--- src/source/if_ctrl_pkg.sv ---
// Fetch control definitions
// PC mux codes, trap vector constants and address widths used by
// the next-PC selection

package if_ctrl_pkg;

  ////////////////////
  // Widths
  ////////////////////

  localparam int ADDR_W    = 32;  // Fetch address width
  localparam int MTVEC_W   = 25;  // mtvec base field, bits [31:7]
  localparam int IRQ_IDX_W = 5;   // Vectored interrupt index

  // Fixed vector slot for NMI, sits in the mtvec table
  localparam logic [IRQ_IDX_W-1:0] NMI_MTVEC_INDEX = 5'd15;

  ////////////////////
  // Redirect source
  ////////////////////

  typedef enum logic [3:0] {
    PC_BOOT     = 4'd0,  // Boot address after reset
    PC_JUMP     = 4'd1,  // Jump target from ID
    PC_BRANCH   = 4'd2,  // Taken branch from EX
    PC_MRET     = 4'd3,  // Return from trap
    PC_DRET     = 4'd4,  // Return from debug mode
    PC_TRAP_EXC = 4'd5,  // Exception, mtvec base
    PC_TRAP_IRQ = 4'd6,  // Vectored interrupt
    PC_TRAP_DBD = 4'd7,  // Debug halt entry
    PC_TRAP_DBE = 4'd8,  // Exception while in debug mode
    PC_TRAP_NMI = 4'd9   // Non-maskable interrupt
  } pc_mux_e;

endpackage

--- src/source/instr_bus_pkg.sv ---
// Instruction bus types
// Address and word types of the fetch bus, plus the fetch entry that
// moves from the prefetch buffer into the IF/ID register

package instr_bus_pkg;

  ////////////////////
  // Bus words
  ////////////////////

  typedef logic [31:0] addr_t;  // Byte address on the bus
  typedef logic [31:0] word_t;  // One 32-bit instruction

  ////////////////////
  // Fetch entry
  ////////////////////

  // Response payload as kept in the buffer, 33 bits
  typedef struct packed {
    word_t rdata;  // Instruction word from the bus
    logic  err;    // Bus error on this fetch
  } fetch_entry_t;

  // Entry width, handy for storage sizing
  localparam int FETCH_ENTRY_W = $bits(fetch_entry_t);

endpackage

--- src/source/fetch_if.sv ---
// Fetch handshake between prefetch buffer and IF/ID register
// Valid/ready with the instruction and its PC

`timescale 1ns/1ps

interface fetch_if;

  import instr_bus_pkg::*;

  logic         valid;  // Buffer holds an instruction
  logic         ready;  // IF/ID takes it this cycle
  addr_t        pc;     // Address of the head instruction
  fetch_entry_t entry;  // Instruction word and error flag

  // Prefetch side
  modport source (
    output valid,
    output pc,
    output entry,
    input  ready
  );

  // Pipeline register side
  modport sink (
    input  valid,
    input  pc,
    input  entry,
    output ready
  );

endinterface

--- src/source/pc_select.sv ---
// Next fetch address selection
// Picks the redirect target from the controller's mux code, builds trap
// vectors from mtvec and raises the mtvec init pulse on boot

`timescale 1ns/1ps

module pc_select (
  input  logic                               pc_set_i,         // Redirect strobe
  input  if_ctrl_pkg::pc_mux_e               pc_mux_i,         // Redirect source
  input  logic [if_ctrl_pkg::IRQ_IDX_W-1:0]  irq_index_i,      // Vectored IRQ slot
  input  instr_bus_pkg::addr_t               boot_addr_i,
  input  instr_bus_pkg::addr_t               jump_target_i,
  input  instr_bus_pkg::addr_t               branch_target_i,
  input  instr_bus_pkg::addr_t               mepc_i,
  input  instr_bus_pkg::addr_t               dpc_i,
  input  logic [if_ctrl_pkg::MTVEC_W-1:0]    mtvec_addr_i,     // mtvec base, bits [31:7]
  input  instr_bus_pkg::addr_t               dm_halt_addr_i,
  input  instr_bus_pkg::addr_t               dm_exception_addr_i,
  output instr_bus_pkg::addr_t               branch_addr_o,    // Word aligned target
  output logic                               csr_mtvec_init_o  // Boot pulse to CSRs
);

  import if_ctrl_pkg::*;

  logic [ADDR_W-1:0] target;  // Raw target before alignment

  ////////////////////
  // Target mux
  ////////////////////

  always_comb begin
    target = boot_addr_i;
    unique case (pc_mux_i)
      PC_BOOT:     target = boot_addr_i;
      PC_JUMP:     target = jump_target_i;
      PC_BRANCH:   target = branch_target_i;
      PC_MRET:     target = mepc_i;                               // Back to trapped PC
      PC_DRET:     target = dpc_i;                                // Leave debug mode
      PC_TRAP_EXC: target = {mtvec_addr_i, 7'h00};                // All exceptions share base
      PC_TRAP_IRQ: target = {mtvec_addr_i, irq_index_i, 2'b00};   // One slot per IRQ
      PC_TRAP_DBD: target = dm_halt_addr_i;
      PC_TRAP_DBE: target = dm_exception_addr_i;
      PC_TRAP_NMI: target = {mtvec_addr_i, NMI_MTVEC_INDEX, 2'b00};
      default:     target = boot_addr_i;
    endcase
  end

  // Only 32-bit fetch, low bits always dropped
  assign branch_addr_o = {target[ADDR_W-1:2], 2'b00};

  // CSR file loads mtvec default on the boot redirect
  assign csr_mtvec_init_o = pc_set_i && (pc_mux_i == PC_BOOT);

  // Controller must present a real code with every redirect
  always_comb begin
    if (pc_set_i) begin
      a_mux_known : assert final (!$isunknown(pc_mux_i))
        else $error("pc_select: unknown pc_mux_i with pc_set_i");
    end
  end

endmodule

--- src/source/sync_fifo.sv ---
// Synchronous FIFO
// Circular buffer with occupancy count and single-cycle flush,
// payload type set by parameter

`timescale 1ns/1ps

module sync_fifo #(
  parameter int  DEPTH     = 2,
  parameter type payload_t = logic [31:0]
) (
  input  logic                       clk,
  input  logic                       rst_n,
  input  logic                       flush_i,  // Drop all entries
  input  logic                       push_i,
  input  payload_t                   data_i,
  input  logic                       pop_i,
  output payload_t                   data_o,   // Head entry
  output logic                       empty_o,
  output logic                       full_o,
  output logic [$clog2(DEPTH+1)-1:0] count_o
);

  localparam int PTR_W = (DEPTH > 1) ? $clog2(DEPTH) : 1;
  localparam int CNT_W = $clog2(DEPTH + 1);
  localparam logic [PTR_W-1:0] LAST = PTR_W'(DEPTH - 1);  // Wrap point

  payload_t         mem_q [DEPTH];  // Storage
  logic [PTR_W-1:0] rd_ptr_q;
  logic [PTR_W-1:0] wr_ptr_q;
  logic [CNT_W-1:0] count_q;
  logic             do_push;
  logic             do_pop;

  assign do_push = push_i && (!full_o || pop_i);  // Full is fine if head leaves
  assign do_pop  = pop_i && !empty_o;

  ////////////////////
  // Pointers
  ////////////////////

  always_ff @(posedge clk or negedge rst_n) begin
    if (!rst_n) begin
      rd_ptr_q <= '0;
      wr_ptr_q <= '0;
      count_q  <= '0;
    end else if (flush_i) begin
      rd_ptr_q <= '0;
      wr_ptr_q <= '0;
      count_q  <= '0;
    end else begin
      if (do_push) wr_ptr_q <= (wr_ptr_q == LAST) ? '0 : wr_ptr_q + 1'b1;
      if (do_pop)  rd_ptr_q <= (rd_ptr_q == LAST) ? '0 : rd_ptr_q + 1'b1;
      count_q <= count_q + CNT_W'(do_push) - CNT_W'(do_pop);
    end
  end

  always_ff @(posedge clk) begin
    if (do_push && !flush_i) mem_q[wr_ptr_q] <= data_i;
  end

  assign data_o  = mem_q[rd_ptr_q];
  assign empty_o = (count_q == '0);
  assign full_o  = (count_q == CNT_W'(DEPTH));
  assign count_o = count_q;

  a_no_overflow : assert property (@(posedge clk) disable iff (!rst_n)
    (push_i && full_o && !flush_i) |-> pop_i)
    else $error("sync_fifo: push while full");

  a_no_underflow : assert property (@(posedge clk) disable iff (!rst_n)
    pop_i |-> !empty_o)
    else $error("sync_fifo: pop while empty");

endmodule

--- src/source/prefetch_unit.sv ---
// Prefetch unit
// Issues word reads on the request/grant bus, tracks outstanding reads,
// drops responses that belong to an old fetch stream, buffers the rest

`timescale 1ns/1ps

module prefetch_unit #(
  parameter int PF_DEPTH = 2
) (
  input  logic                 clk,
  input  logic                 rst_n,
  input  logic                 pc_set_i,       // Redirect
  input  instr_bus_pkg::addr_t branch_addr_i,  // Aligned redirect target
  output logic                 req_o,
  output instr_bus_pkg::addr_t addr_o,
  input  logic                 gnt_i,
  input  logic                 rvalid_i,
  input  instr_bus_pkg::word_t rdata_i,
  input  logic                 err_i,
  output logic                 busy_o,         // Reads in flight
  fetch_if.source              fetch
);

  import instr_bus_pkg::*;

  localparam int CNT_W = $clog2(PF_DEPTH + 1);

  addr_t            fetch_addr_q;  // Next address to request
  addr_t            stale_addr_q;  // Old address of a request caught by redirect
  addr_t            head_pc_q;     // PC of the buffer head
  addr_t            resp_addr;     // Address of the response now arriving
  logic             started_q;     // Fetching enabled by the first redirect
  logic             stale_q;       // Pending request is from the old stream
  logic             pend_q;        // Request up last cycle without grant
  logic [CNT_W-1:0] discard_q;     // Responses still to drop
  logic [CNT_W-1:0] outst_cnt;
  logic [CNT_W-1:0] buf_cnt;
  logic [CNT_W:0]   used;
  logic             can_issue;
  logic             grant;
  logic             drop;
  logic             accept;
  logic             pop_buf;
  logic             addr_empty;
  logic             buf_empty;
  fetch_entry_t     resp_entry;
  fetch_entry_t     head_entry;

  ////////////////////
  // Request side
  ////////////////////

  assign used      = {1'b0, buf_cnt} + {1'b0, outst_cnt};
  assign can_issue = used < (CNT_W+1)'(PF_DEPTH);           // Room for one more word
  assign req_o     = stale_q || pend_q || (started_q && can_issue && !pc_set_i);
  assign addr_o    = stale_q ? stale_addr_q : fetch_addr_q;  // Held until granted
  assign grant     = req_o && gnt_i;

  always_ff @(posedge clk or negedge rst_n) begin
    if (!rst_n) begin
      fetch_addr_q <= '0;
      started_q    <= 1'b0;
      stale_q      <= 1'b0;
      pend_q       <= 1'b0;
      discard_q    <= '0;
    end else begin
      pend_q <= req_o && !gnt_i;
      if (pc_set_i) begin
        fetch_addr_q <= branch_addr_i;
        started_q    <= 1'b1;
        stale_q      <= req_o && !gnt_i;  // Ungranted request must still complete
        // Everything in flight after this cycle is old
        discard_q    <= CNT_W'({1'b0, outst_cnt} + (CNT_W+1)'(grant) - (CNT_W+1)'(rvalid_i));
      end else begin
        if (grant && !stale_q) fetch_addr_q <= fetch_addr_q + 32'd4;
        if (grant)             stale_q      <= 1'b0;
        discard_q <= discard_q + CNT_W'(grant && stale_q) - CNT_W'(rvalid_i && drop);
      end
    end
  end

  always_ff @(posedge clk) begin
    if (pc_set_i && req_o && !gnt_i && !stale_q) stale_addr_q <= addr_o;
  end

  ////////////////////
  // Response side
  ////////////////////

  assign drop       = (discard_q != '0);
  assign accept     = rvalid_i && !drop && !pc_set_i;
  assign resp_entry = '{rdata: rdata_i, err: err_i};
  assign busy_o     = !addr_empty;

  // Outstanding addresses in grant order
  sync_fifo #(.DEPTH(PF_DEPTH), .payload_t(addr_t)) u_addr_fifo (
    .clk     (clk),
    .rst_n   (rst_n),
    .flush_i (1'b0),        // Stale entries drain with their responses
    .push_i  (grant),
    .data_i  (addr_o),
    .pop_i   (rvalid_i),
    .data_o  (resp_addr),
    .empty_o (addr_empty),
    .full_o  (),
    .count_o (outst_cnt)
  );

  // Buffered instructions
  sync_fifo #(.DEPTH(PF_DEPTH), .payload_t(fetch_entry_t)) u_instr_fifo (
    .clk     (clk),
    .rst_n   (rst_n),
    .flush_i (pc_set_i),
    .push_i  (accept),
    .data_i  (resp_entry),
    .pop_i   (pop_buf),
    .data_o  (head_entry),
    .empty_o (buf_empty),
    .full_o  (),
    .count_o (buf_cnt)
  );

  // Buffered words are always consecutive so the head PC steps by 4
  always_ff @(posedge clk) begin
    if (accept && buf_empty) head_pc_q <= resp_addr;
    else if (pop_buf)        head_pc_q <= head_pc_q + 32'd4;
  end

  assign fetch.valid = !buf_empty;
  assign fetch.pc    = head_pc_q;
  assign fetch.entry = head_entry;
  assign pop_buf     = fetch.valid && fetch.ready;

  a_rvalid_outst : assert property (@(posedge clk) disable iff (!rst_n)
    rvalid_i |-> !addr_empty)
    else $error("prefetch_unit: response with no read outstanding");

  a_req_stable : assert property (@(posedge clk) disable iff (!rst_n)
    (req_o && !gnt_i) |=> (req_o && $stable(addr_o)))
    else $error("prefetch_unit: request dropped or moved before grant");

endmodule

--- src/source/if_id_reg.sv ---
// IF/ID pipeline register
// Takes the buffer head when ID is ready, holds while ID stalls,
// blocked by halt and emptied by kill

`timescale 1ns/1ps

module if_id_reg (
  input  logic                 clk,
  input  logic                 rst_n,
  input  logic                 kill_if_i,   // Flush IF
  input  logic                 halt_if_i,   // Stop issuing into ID
  input  logic                 id_ready_i,  // ID can take an instruction
  fetch_if.sink                fetch,
  output logic                 id_valid_o,
  output instr_bus_pkg::addr_t id_pc_o,
  output instr_bus_pkg::word_t id_instr_o,
  output logic                 id_err_o
);

  import instr_bus_pkg::*;

  logic         take;     // Load a new instruction
  addr_t        pc_q;
  fetch_entry_t entry_q;

  // Kill accepts and throws away the head entry
  assign fetch.ready = (id_ready_i && !halt_if_i) || kill_if_i;
  assign take        = fetch.valid && fetch.ready && !kill_if_i;

  ////////////////////
  // Valid bit
  ////////////////////

  always_ff @(posedge clk or negedge rst_n) begin
    if (!rst_n) begin
      id_valid_o <= 1'b0;
    end else if (kill_if_i) begin
      id_valid_o <= 1'b0;
    end else if (take) begin
      id_valid_o <= 1'b1;
    end else if (id_ready_i) begin
      id_valid_o <= 1'b0;       // ID consumed it, nothing new
    end
  end

  // Payload, frozen while ID stalls
  always_ff @(posedge clk) begin
    if (take) begin
      pc_q    <= fetch.pc;
      entry_q <= fetch.entry;
    end
  end

  assign id_pc_o    = pc_q;
  assign id_instr_o = entry_q.rdata;
  assign id_err_o   = entry_q.err;

  a_pc_aligned : assert property (@(posedge clk) disable iff (!rst_n)
    id_valid_o |-> (id_pc_o[1:0] == 2'b00))
    else $error("if_id_reg: misaligned PC handed to ID");

endmodule

--- src/source/if_stage.sv ---
// Instruction fetch stage
// Next-PC selection, prefetch unit and IF/ID register for 32-bit code
// on a request/grant instruction bus

`timescale 1ns/1ps

module if_stage #(
  parameter int PF_DEPTH = 2  // Buffer depth and outstanding bound
) (
  input  logic                              clk,
  input  logic                              rst_n,
  // Controller
  input  logic                              pc_set_i,
  input  if_ctrl_pkg::pc_mux_e              pc_mux_i,
  input  logic [if_ctrl_pkg::IRQ_IDX_W-1:0] irq_index_i,
  input  logic                              kill_if_i,
  input  logic                              halt_if_i,
  input  logic                              id_ready_i,
  // Redirect targets
  input  instr_bus_pkg::addr_t              boot_addr_i,
  input  instr_bus_pkg::addr_t              jump_target_i,
  input  instr_bus_pkg::addr_t              branch_target_i,
  input  instr_bus_pkg::addr_t              mepc_i,
  input  instr_bus_pkg::addr_t              dpc_i,
  input  logic [if_ctrl_pkg::MTVEC_W-1:0]   mtvec_addr_i,
  input  instr_bus_pkg::addr_t              dm_halt_addr_i,
  input  instr_bus_pkg::addr_t              dm_exception_addr_i,
  // Instruction bus
  output logic                              instr_req_o,
  output instr_bus_pkg::addr_t              instr_addr_o,
  input  logic                              instr_gnt_i,
  input  logic                              instr_rvalid_i,
  input  instr_bus_pkg::word_t              instr_rdata_i,
  input  logic                              instr_err_i,
  // To ID and CSRs
  output logic                              id_valid_o,
  output instr_bus_pkg::addr_t              id_pc_o,
  output instr_bus_pkg::word_t              id_instr_o,
  output logic                              id_err_o,
  output logic                              if_busy_o,
  output logic                              csr_mtvec_init_o
);

  import instr_bus_pkg::*;

  addr_t branch_addr;  // Aligned redirect target

  fetch_if fetch_bus ();

  pc_select u_pc_select (
    .pc_set_i            (pc_set_i),
    .pc_mux_i            (pc_mux_i),
    .irq_index_i         (irq_index_i),
    .boot_addr_i         (boot_addr_i),
    .jump_target_i       (jump_target_i),
    .branch_target_i     (branch_target_i),
    .mepc_i              (mepc_i),
    .dpc_i               (dpc_i),
    .mtvec_addr_i        (mtvec_addr_i),
    .dm_halt_addr_i      (dm_halt_addr_i),
    .dm_exception_addr_i (dm_exception_addr_i),
    .branch_addr_o       (branch_addr),
    .csr_mtvec_init_o    (csr_mtvec_init_o)
  );

  prefetch_unit #(.PF_DEPTH(PF_DEPTH)) u_prefetch (
    .clk           (clk),
    .rst_n         (rst_n),
    .pc_set_i      (pc_set_i),
    .branch_addr_i (branch_addr),
    .req_o         (instr_req_o),
    .addr_o        (instr_addr_o),
    .gnt_i         (instr_gnt_i),
    .rvalid_i      (instr_rvalid_i),
    .rdata_i       (instr_rdata_i),
    .err_i         (instr_err_i),
    .busy_o        (if_busy_o),
    .fetch         (fetch_bus)
  );

  if_id_reg u_if_id (
    .clk        (clk),
    .rst_n      (rst_n),
    .kill_if_i  (kill_if_i),
    .halt_if_i  (halt_if_i),
    .id_ready_i (id_ready_i),
    .fetch      (fetch_bus),
    .id_valid_o (id_valid_o),
    .id_pc_o    (id_pc_o),
    .id_instr_o (id_instr_o),
    .id_err_o   (id_err_o)
  );

endmodule

--- config.mk ---
export PLATFORM = sky130hd
export DESIGN_NAME = if_stage
export DESIGN_NICKNAME = d
export VERILOG_FILES = /design/src/source/if_ctrl_pkg.sv /design/src/source/instr_bus_pkg.sv /design/src/source/fetch_if.sv /design/src/source/pc_select.sv /design/src/source/sync_fifo.sv /design/src/source/prefetch_unit.sv /design/src/source/if_id_reg.sv /design/src/source/if_stage.sv
export SDC_FILE = /design/constraint.sdc
export NUM_CORES = 1
export LEC_CHECK = 0
export BUFFER_PORTS_ARGS = -buffer_cell sky130_fd_sc_hd__buf_2
export CORE_ASPECT_RATIO = 0.6
export CORE_MARGIN = 5
export CORE_UTILIZATION = 25
export CTS_BUF_LIST = sky130_fd_sc_hd__clkbuf_4 sky130_fd_sc_hd__clkbuf_8
export CTS_CLUSTER_DIAMETER = 30
export DETAILED_ROUTE_END_ITERATION = 8
export HOLD_SLACK_MARGIN = 0.06
export SLEW_MARGIN = 20
export SYNTH_ARGS = -nofsm -noshare
export SYNTH_HDL_FRONTEND = slang
export SYNTH_HIERARCHICAL = 1
export SYNTH_SLANG_ARGS = --single-unit
--- constraint.sdc ---
create_clock -name clk -period 9.6 [get_ports clk]
set_input_delay 0.96 -clock clk [delete_from_list [all_inputs] [get_ports clk]]
set_output_delay 0.96 -clock clk [all_outputs]
set_load 0.03 [all_outputs]
==> impl_results.md, run 1 <==
- Status: complete, no violations
- Switching share of power: 0.297
- Relative slew slack: 0.266
- Core area: between 60000 and 70000 µm²
- Routability Congestion: just over 0.9
- Mapped Area: 15300 µm²
- Detailed Routing Iterations Pass 1: 5
- Clk slew on worst S/H paths: 70 ps
- Drt wl/cell: slightly above 20 µm
- Clock Path Buffers: 3
- 1st-iter DRT viols: 1057
- DR vias: roughly 12000
- Fraction of layout cells with a size suffix above 1: 0.387
- Final setup fails: 0
- Routed WL: 51200 µm
- CTS tree: done
- Start point of the worst hold path: u_prefetch/fetch.pc[1]
- All-Layer GR Usage: 0.147
- Antenna-violating nets left: 0
- Syn Area/Cell: roughly 12 µm²
- Vias in the first global route: between 10000 and 15000
- FF-to-FF Start: u_prefetch/u_addr_fifo/count_o[0]
- H-tree depth: 2
- Clock sinks: between 300 and 400
- Die height: a little over 200 µm
- Syn Inst Count: 1232
- CP endpoint kind: output port
- IO buf count: 385
- Nets: between 1500 and 2000
- CTS Buf Count: 56
- Max Cap Violations: 0
- Pleak: approximately 7 nW
- Cell area power density: around 200 nW/µm²
- Worst Skew: around 36 ps
- Switching power: ~0.0012 W
- Critical path startpoint category: flip-flop
- Minimum clock period: roughly 3700 ps
- Clock power frac: 0.367
- Setup WS pre-CTS: approximately 5600 ps
- Die area: approximately 66000 µm²
- Hold WC Path Type: reg2reg
- Fill cell count: between 6000 and 7000
- Placed Instances: between 2000 and 2500
- P_int: 0.00274 W
- Peak VDD IR: 0.0899 mV
- Chip Width: roughly 330 µm
- DRC Markers: 0
- Final Max Slew Viols: 0
- WP data arrival: approximately 2800 ps
- Worst setup path class: reg2out
- Final Non-Filler Cells: roughly 2500
- Starting Density: 0.252
- TNS Setup: 0 ps
- # resized after CTS: 0
- First-pass GRT wire length: 75200 µm
- Fmax: between 0.2 and 0.3 GHz
- Least-Margin Pin Slew: ~1100 ps
- CTS root buffer: clkbuf_8
- RSZ-0062 raised after global routing: false
- Via-to-Cell Ratio: approximately 5
- Comb pwr share: 0.198
- FP Rows: 70
- Post-CTS Hold Buffers: 0
- CP required: 8640 ps
- Worst setup margin: roughly 6000 ps
- Post-CTS setup buffers: 0
- Reg power frac: 0.435
- I/O pin cnt: 400
- Hpwl dp: ~38000 µm
- Max FO, Critical Path: 9
- GR Overflow Total: 0
- Clock Latency Late Sink: about 630 ps
- Layout area overhead: 26.1%
- Pin count of the biggest net entering global routing: between 80 and 90
- Tcrit/Tclk final: 0.387
- Initial antenna violation count: 2
- CP startpoint: u_prefetch/u_addr_fifo/count_o[0]
- Number of hold violations in the final report: 0
- Yosys Warn Count: 6
[sequential cells by signal, summed over array words and instances, names as in the netlist, 2 cells and up]
name and cells:
u_prefetch/stale_addr_q 32, u_prefetch/fetch.pc 32, u_prefetch/u_addr_fifo/count_o 2, u_prefetch/discard_q 2, u_if_id/id_pc_o 32, u_prefetch/u_instr_fifo/mem_q 66
u_prefetch/u_addr_fifo/mem_q 64, u_if_id/id_instr_o 32, u_prefetch/fetch_addr_q 32, u_prefetch/u_instr_fifo/count_o 2
[layer usage]
layer,share of wire,global-route usage,up-vias
met5,0,0,-
met4,0.021,0.0343,0
met3,0.090,0.0458,76
met2,0.44,0.221,407
met1,0.45,0.207,6132
li1,-,-,5605
[cells in the final DEF, fill, tap and decap left out, types with 9 or more instances in the layout]
master	n
buf_2	385
edfxtp_1	259
mux2_2	105
a21oi_1	66
nand2_1	66
nor2_1	63
clkbuf_8	56
o21ai_0	47
dfrtp_1	46
a31oi_1	30
a22oi_1	30
inv_1	27
nand3_1	27
or4_1	27
nor2b_1	24
nand4_1	22
o22ai_1	20
o31ai_1	19
buf_4	18
o211ai_1	17
xor2_1	16
nand2b_1	15
xnor2_1	14
clkinv_1	13
and3_1	12
bufinv_16	10
clkinv_2	10
a221oi_1	10
a222oi_1	10
ha_1	10
conb_1	9
[final cells by class]
| cell class | count | area (µm²) | area share |
|---|---|---|---|
| flip-flops and latches | 305 | 8930 | 0.463 |
| multi-input cells | 819 | 5830 | 0.302 |
| repair buffers | 404 | 2080 | 0.108 |
| well taps | 828 | 1040 | 0.0537 |
| clock buffers | 62 | 816 | 0.0423 |
| clock inverters | 43 | 497 | 0.0257 |
| inverters | 28 | 105 | 0.00544 |
| diodes | 3 | 7.51 | 0.000389 |
[metrics by stage]
step                 util  hold slack (ps)  cell area [µm²]  total power [W]
global placement    0.296              406            18000          0.00248
floorplan               -              400            15300          0.00221
finish              0.318              418            19300          0.00390
global route        0.317              427            19300          0.00410
detailed placement  0.296              407            18000          0.00249
CTS                 0.317              420            19300          0.00395
[critical path, stage by stage (launching register included)]
cell and delay [ps]:
dfrtp_1 440, and2_1 190, fa_1 500, or4b_4 630
nand2_1 130, buf_2 230
[final timing paths]
| kind | to | slack, ps | cells past startpoint |
|---|---|---|---|
| max | instr_req_o | 5890 | 5 |
| min | u_if_id/id_pc_o[1] | 420 | 0 |
| max reg2reg | u_prefetch/u_addr_fifo/mem_q[1][7] | 6410 | 9 |
| min reg2reg | u_if_id/id_pc_o[1] | 420 | 0 |
| max in group asynchronous | u_prefetch/fetch_addr_q[6] | 8670 | 2 |
| min in group asynchronous | u_if_id/id_valid_o | 460 | 2 |
[power by group through the flow]
| stage | clock network (W) | registers [W] | logic (W) |
|---|---|---|---|
| 4_1_cts | 0.00147 | 0.00170 | 0.000776 |
| 5_1_grt | 0.00155 | 0.00171 | 0.000847 |
| 3_5_place_dp | 0 | 0.00172 | 0.000772 |
| 2_1_floorplan | 0 | 0.00169 | 0.000520 |
| 6_report | 0.00143 | 0.00170 | 0.000773 |
| 3_3_place_gp | 0 | 0.00172 | 0.000762 |
(Power assumes the default switching activity.)
==> run 2: changes to the inputs <==
--- a/config.mk
+++ b/config.mk
@@ -5,6 +5,7 @@
 export SDC_FILE = /design/constraint.sdc
 export NUM_CORES = 1
 export LEC_CHECK = 0
+export ABC_AREA = 1
 export BUFFER_PORTS_ARGS = -buffer_cell sky130_fd_sc_hd__buf_2
 export CORE_ASPECT_RATIO = 0.6
 export CORE_MARGIN = 5
==> constraint.sdc (replaced) <==
create_clock -name clk -period 3.5 [get_ports clk]
set_input_delay 0.35 -clock clk [delete_from_list [all_inputs] [get_ports clk]]
set_output_delay 0.35 -clock clk [all_outputs]
set_load 0.03 [all_outputs]
==> run 2 against run 1 <==
Effect of this change:
- die area is 5.7% higher
- total power grew to 2.9 times the previous value
- combinational power grew to 3.4 times the previous value
- sequential share of layout area is 3.1 points lower
- register-to-register slack worse by 5500 ps
- cell count is 31% higher
- via count is 18% higher
- core utilization is 0.41 points higher
- largest cell class unchanged
- largest power group unchanged
==> impl_results.md, run 2 <==
- Worst setup margin: 686 ps
- Layout area overhead: 27.5%
- I/O pin cnt: 400
- Cell area power density: between 500 and 600 nW/µm²
- Tcrit/Tclk final: 0.804
- FP Rows: roughly 70
- 1st-iter DRT viols: between 1000 and 1500
- Worst setup path class: reg2out
- Chip Width: approximately 340 µm
- Initial antenna violation count: 4
- Least-Margin Pin Slew: about 900 ps
- CP required: between 3000 and 4000 ps
- R2r worst-path depth: 11
- Final Non-Filler Cells: ~3300
- Number of hold violations in the final report: 0
- Yosys Warn Count: 6
- Max Cap Violations: 0
- Clock Latency Late Sink: between 600 and 700 ps
- Fmax: ~0.36 GHz
- Syn Area/Cell: about 8.4 µm²
- TNS Setup: 0 ps
- Post-CTS setup buffers: 0
- Clk slew on worst S/H paths: ~70 ps
- Fill cell count: roughly 6800
- Comb pwr share: 0.235
- P_int: ~0.0074 W
- Clock power frac: 0.335
- IO buf count: ~390
- Critical path startpoint category: flip-flop
- Commonest cells after routing, fill and taps aside: 772 x nand2_1, 385 x buf_2, 259 x edfxtp_1
- # resized after CTS: 0
- Antenna-violating nets left: 0
- Status: complete, no violations
- Reg power frac: 0.429
- R2R setup slack: around 960 ps
- Pin count of the biggest net entering global routing: 61
- Starting Density: 0.252
- Worst Setup EP: instr_addr_o[24]
- Multi-input logic area: 6430 µm²
- Routability Congestion: 0.906
- All-Layer GR Usage: 0.146
- RSZ-0062 raised after global routing: false
- Switching power: about 0.0038 W
- CP startpoint: u_prefetch/stale_q
- Hold WC Path Type: in2reg
- Switching share of power: 0.340
- Die area: between 70000 and 80000 µm²
- CTS tree: done
- GR Overflow Total: 0
- Max FFs per register: between 60 and 70
- Pleak: approximately 9 nW
- Die height: roughly 210 µm
- Setup WS pre-CTS: roughly 980 ps
- Largest regs: u_prefetch/u_instr_fifo/mem_q: 66 flops, u_prefetch/u_addr_fifo/mem_q: 64 flops
- CTS root buffer: clkbuf_8
- Max FO, Critical Path: 60
- Commonest non-fill, non-tap cell in the layout: nand2_1
- Clock sinks: 305
- WP data arrival: around 2500 ps
- DRC Markers: 0
- Worst reg2reg endpoint: u_prefetch/u_addr_fifo/mem_q[1][22]
- FF-to-FF Start: u_prefetch/u_addr_fifo/count_o[0]
- Mapped Area: between 15000 and 20000 µm²
- Final setup fails: 0
- Clock Path Buffers: 3
- DR vias: roughly 14000
- Peak VDD IR: roughly 0.28 mV
- Fraction of layout cells with a size suffix above 1: 0.246
- Total power: 0.0113 W
- Worst Skew: approximately 48 ps
- Nets: 2666
- Top reg by flops: u_prefetch/u_instr_fifo/mem_q
- Detailed Routing Iterations Pass 1: 6
- Via-to-Cell Ratio: around 4.4
- Final Max Slew Viols: 0
- Hpwl dp: ~40000 µm
- H-tree depth: 2
- Worst hold stages: 7
- Placed Instances: about 3100
- First-pass GRT wire length: ~80000 µm
- Vias in the first global route: about 13000
- Relative slew slack: 0.400
- CTS Buf Count: 57
- Minimum clock period: around 2800 ps
- Syn Inst Count: between 1500 and 2000
- Routed WL: roughly 54000 µm
- FF/Latch Area: roughly 8900 µm²
- Core area: about 64000 µm²
- CP endpoint kind: output port
- Drt wl/cell: 16.6 µm
-- run 2: cell types whose count changed in the layout (fill, tap and decap cells not counted), sizes merged, moves of 30 or more --
cell	change
nand2	+734
nor2	+157
nand3	+224
a21oi	-61
inv	+68
dlygate4sd3	+39
a22oi	-30
mux2	-107
-- run 2: worst min path at each step --
stage | start | end
floorplan | rst_n | u_if_id/id_valid_o
global placement | rst_n | u_prefetch/fetch_addr_q[26]
detailed placement | rst_n | u_prefetch/fetch_addr_q[22]
CTS | jump_target_i[20] | u_prefetch/fetch_addr_q[20]
global route | boot_addr_i[16] | u_prefetch/fetch_addr_q[16]
finish | jump_target_i[20] | u_prefetch/fetch_addr_q[20]
-- run 2: worst max-delay path, cell delays in order, from the launching register on --
cell	delay, ps
dfrtp_2	440
buf_4	290
o21ai_0	770
buf_2	340
-- run 2: routing by layer --
layer | share of wire | track usage
met5 | 0.00032 | 0
met4 | 0.019 | 0.0293
met3 | 0.093 | 0.0470
met2 | 0.43 | 0.215
met1 | 0.46 | 0.211
-- run 2: power by group through the flow --
stage / Combinational (W) / Clock (W) / Sequential, W
6_report: 0.00265 / 0.00378 / 0.00483
5_1_grt: 0.00299 / 0.00408 / 0.00488
4_1_cts: 0.00269 / 0.00391 / 0.00484
3_5_place_dp: 0.00264 / 0 / 0.00491
3_3_place_gp: 0.00262 / 0 / 0.00490
2_1_floorplan: 0.00171 / 0 / 0.00484
-- run 2: area by class of cell --
cell class | count | share of cell area
Multi-Input combinational cell | 1439 | 0.311
Inverter | 98 | 0.0185
Clock buffer | 67 | 0.0421
Tap cell | 851 | 0.0515
Clock inverter | 38 | 0.0189
Antenna cell | 4 | 0.000484
Timing Repair Buffer | 455 | 0.126
Sequential cell | 305 | 0.432
-- run 2: repair_timing --
| item | 4_1_cts | 5_1_grt |
|---|---|---|
| endpoints found under the hold margin | 91 | 0 |
| hold buffers | 39 | 0 |
| endpoints found under the setup margin | 0 | 0 |
-- run 2: per-stage QoR --
stage | cell area (µm²) | util | hold WS (ps)
CTS | 20700 | 0.322 | 130
floorplan | 16200 | - | 54.4
finish | 20700 | 0.322 | 181
global placement | 19000 | 0.296 | 379
global route | 20700 | 0.322 | 204
detailed placement | 19000 | 0.296 | 386
==> run 3: changes to the inputs <==
--- a/config.mk
+++ b/config.mk
@@ -5,7 +5,7 @@
 export SDC_FILE = /design/constraint.sdc
 export NUM_CORES = 1
 export LEC_CHECK = 0
-export ABC_AREA = 1
+export ABC_AREA = 0
 export BUFFER_PORTS_ARGS = -buffer_cell sky130_fd_sc_hd__buf_2
 export CORE_ASPECT_RATIO = 0.6
 export CORE_MARGIN = 5
==> constraint.sdc (replaced) <==
create_clock -name clk -period 2.8 [get_ports clk]
set_input_delay 0.28 -clock clk [delete_from_list [all_inputs] [get_ports clk]]
set_output_delay 0.28 -clock clk [all_outputs]
set_load 0.03 [all_outputs]
==> run 3 against run 2 <==
Effect of this change:
- register-to-register slack worse by 880 ps
- cell area decreased by 2.7%
- total power increased by 17%
- sequential share of layout area is 1.2 points higher
- sequential cell count did not move
- clock skew grew 3.6 ps
==> impl_results.md, run 3 (synthesis results as in run 1) <==
- H-tree depth: 2
- All-Layer GR Usage: 0.159
- FF-to-FF Start: u_prefetch/u_instr_fifo/count_o[0]
- Clk slew on worst S/H paths: roughly 70 ps
- Fill cell count: about 6200
- Placed standard-cell area: about 18000 µm²
- Status: complete, no violations
- Tcrit/Tclk final: 0.972
- R2r worst-path depth: 7
- Max stage delay on crit path: 540 ps
- Number of hold violations in the final report: 0
- I/O pin cnt: 400
- IO buf count: 385
- Pin count of the biggest net entering global routing: between 40 and 50
- CTS tree: done
- Hold WC Path Type: in2reg
- First-pass GRT wire length: 80900 µm
- Worst Skew: 51.6 ps
- FF/Latch Area: 8930 µm²
- Minimum clock period: 2720 ps
- Vias in the first global route: 12800
- RSZ-0062 raised after global routing: true
- Starting Density: 0.252
- Peak VDD IR: between 0.3 and 0.4 mV
- Via-to-Cell Ratio: 4.94
- Crit path buf inv count: 1
- Die height: between 200 and 250 µm
- CP endpoint kind: flip-flop
- Commonest cells after routing, fill and taps aside: 384 x buf_2, 259 x edfxtp_1, 105 x mux2_2
- GR Overflow Total: 0
- Clock Path Buffers: 3
- Multi-input logic area: around 5900 µm²
- Worst path depth: 7
- Pleak: ~7.5 nW
- Final Max Slew Viols: 0
- CTS root buffer: clkbuf_8
- Nets: approximately 2000
- Commonest non-fill, non-tap cell in the layout: buf_2
- Worst setup path class: reg2reg
- Die area: 66500 µm²
- Fmax: ~0.37 GHz
- R2R setup slack: roughly 79 ps
- Least-Margin Pin Slew: just over 800 ps
- Crit-path leading delay family: simple AND/OR/NAND/NOR gates
- Cell Chain, Critical Path: and2_4, fa_1, or4b_4, buf_4, a211o_1, or4_1, a31oi_1
- Worst reg2reg endpoint: u_prefetch/fetch_addr_q[11]
- Routed WL: 55200 µm
- Clock Latency Late Sink: 630 ps
- CTS Buf Count: 53
- WP data arrival: between 3000 and 4000 ps
- Max Cap Violations: 0
- Top reg by flops: u_prefetch/u_instr_fifo/mem_q
- Core area: approximately 60000 µm²
- Max FFs per register: 66
- Hpwl dp: between 40000 and 50000 µm
- Clock sinks: 305
- DR vias: about 13000
- Critical path startpoint category: flip-flop
- Fin area: 20100 µm²
- Fin Hold WS: roughly 120 ps
- Drt wl/cell: approximately 21 µm
- Fraction of layout cells with a size suffix above 1: 0.399
- Detailed Routing Iterations Pass 1: 6
- Relative slew slack: 0.455
- Post-CTS setup buffers: 0
- Chip Width: between 300 and 400 µm
- Routability Congestion: roughly 0.96
- CP required: about 3300 ps
- 1st-iter DRT viols: around 1100
- Max FO, Critical Path: 8
- Cell area power density: 653 nW/µm²
- DRC Markers: 0
- Antenna-violating nets left: 0
- Slowest-stage cell, CP: or4b_4
- Start point of the worst hold path: boot_addr_i[30]
- Final setup fails: 0
- Initial antenna violation count: 5
- FP Rows: 70
- Worst Setup EP: u_prefetch/fetch_addr_q[11]
- CP startpoint: u_prefetch/u_instr_fifo/count_o[0]
- Layout area overhead: 31.5%
- Largest regs: u_prefetch/u_instr_fifo/mem_q: 66 flops, u_prefetch/u_addr_fifo/mem_q: 64 flops
run 3: worst min path at each step:
stage,end,slack (ps),cells past startpoint
after floorplan,u_if_id/id_valid_o,-20,0
after global placement,u_if_id/id_valid_o,250,1
after detailed placement,u_if_id/id_valid_o,250,1
after CTS,u_prefetch/fetch_addr_q[30],70,5
after global routing,u_prefetch/fetch_addr_q[12],100,3
final,u_prefetch/fetch_addr_q[30],120,5
run 3: repair_timing:
item / in CTS / in global routing
endpoints found under the setup margin: 2 / 5
hold buffers: 46 / 0
cloned: 0 / 0
gates resized for setup: 2 / 5
hold endpoints to repair: 123 / 0
pin swaps: 2 / 0
run 3: power breakdown:
part / switching (W) / internal [W]
combinational: 0.00179 / 0.00122
sequential: 0.000310 / 0.00546
clock: 0.00197 / 0.00241
run 3: cell type report:
type / count / share of cell area
flip-flops and latches: 305 / 0.444
well taps: 828 / 0.0515
diodes: 3 / 0.000373
multi-input cells: 819 / 0.295
clock inverters: 36 / 0.0172
inverters: 28 / 0.00522
repair buffers: 500 / 0.148
clock buffers: 62 / 0.0396
run 3: layer usage:
metal  vias to the layer above  GRT usage  share of wire
li1                       5775          -              -
met1                      6411      0.229           0.46
met2                       484      0.236           0.44
met3                        87     0.0497          0.087
met4                         4     0.0302          0.017
met5                         -          0        0.00062
run 3: through the flow:
| step | setup TNS (ps) | setup slack, ps | utilization | std cells | total power [W] |
|---|---|---|---|---|---|
| final | 0 | 78.7 | 0.331 | 2581 | 0.0132 |
| after global routing | -1.82 | -1.82 | 0.331 | 2581 | 0.0138 |
| after CTS | 0 | 1.69 | 0.331 | 2578 | 0.0133 |
| after detailed placement | -51.0 | -51.0 | 0.304 | 2434 | 0.00877 |
| after global placement | 0 | 17.1 | 0.304 | 2434 | 0.00870 |
| after floorplan | -114 | -46.0 | - | 1239 | 0.00762 |
run 3: worst min-delay path, stage by stage:
cell and delay [ps]:
buf_2 90, nor2_1 90, a21oi_1 60, nor2_1 120, a31oi_1 60
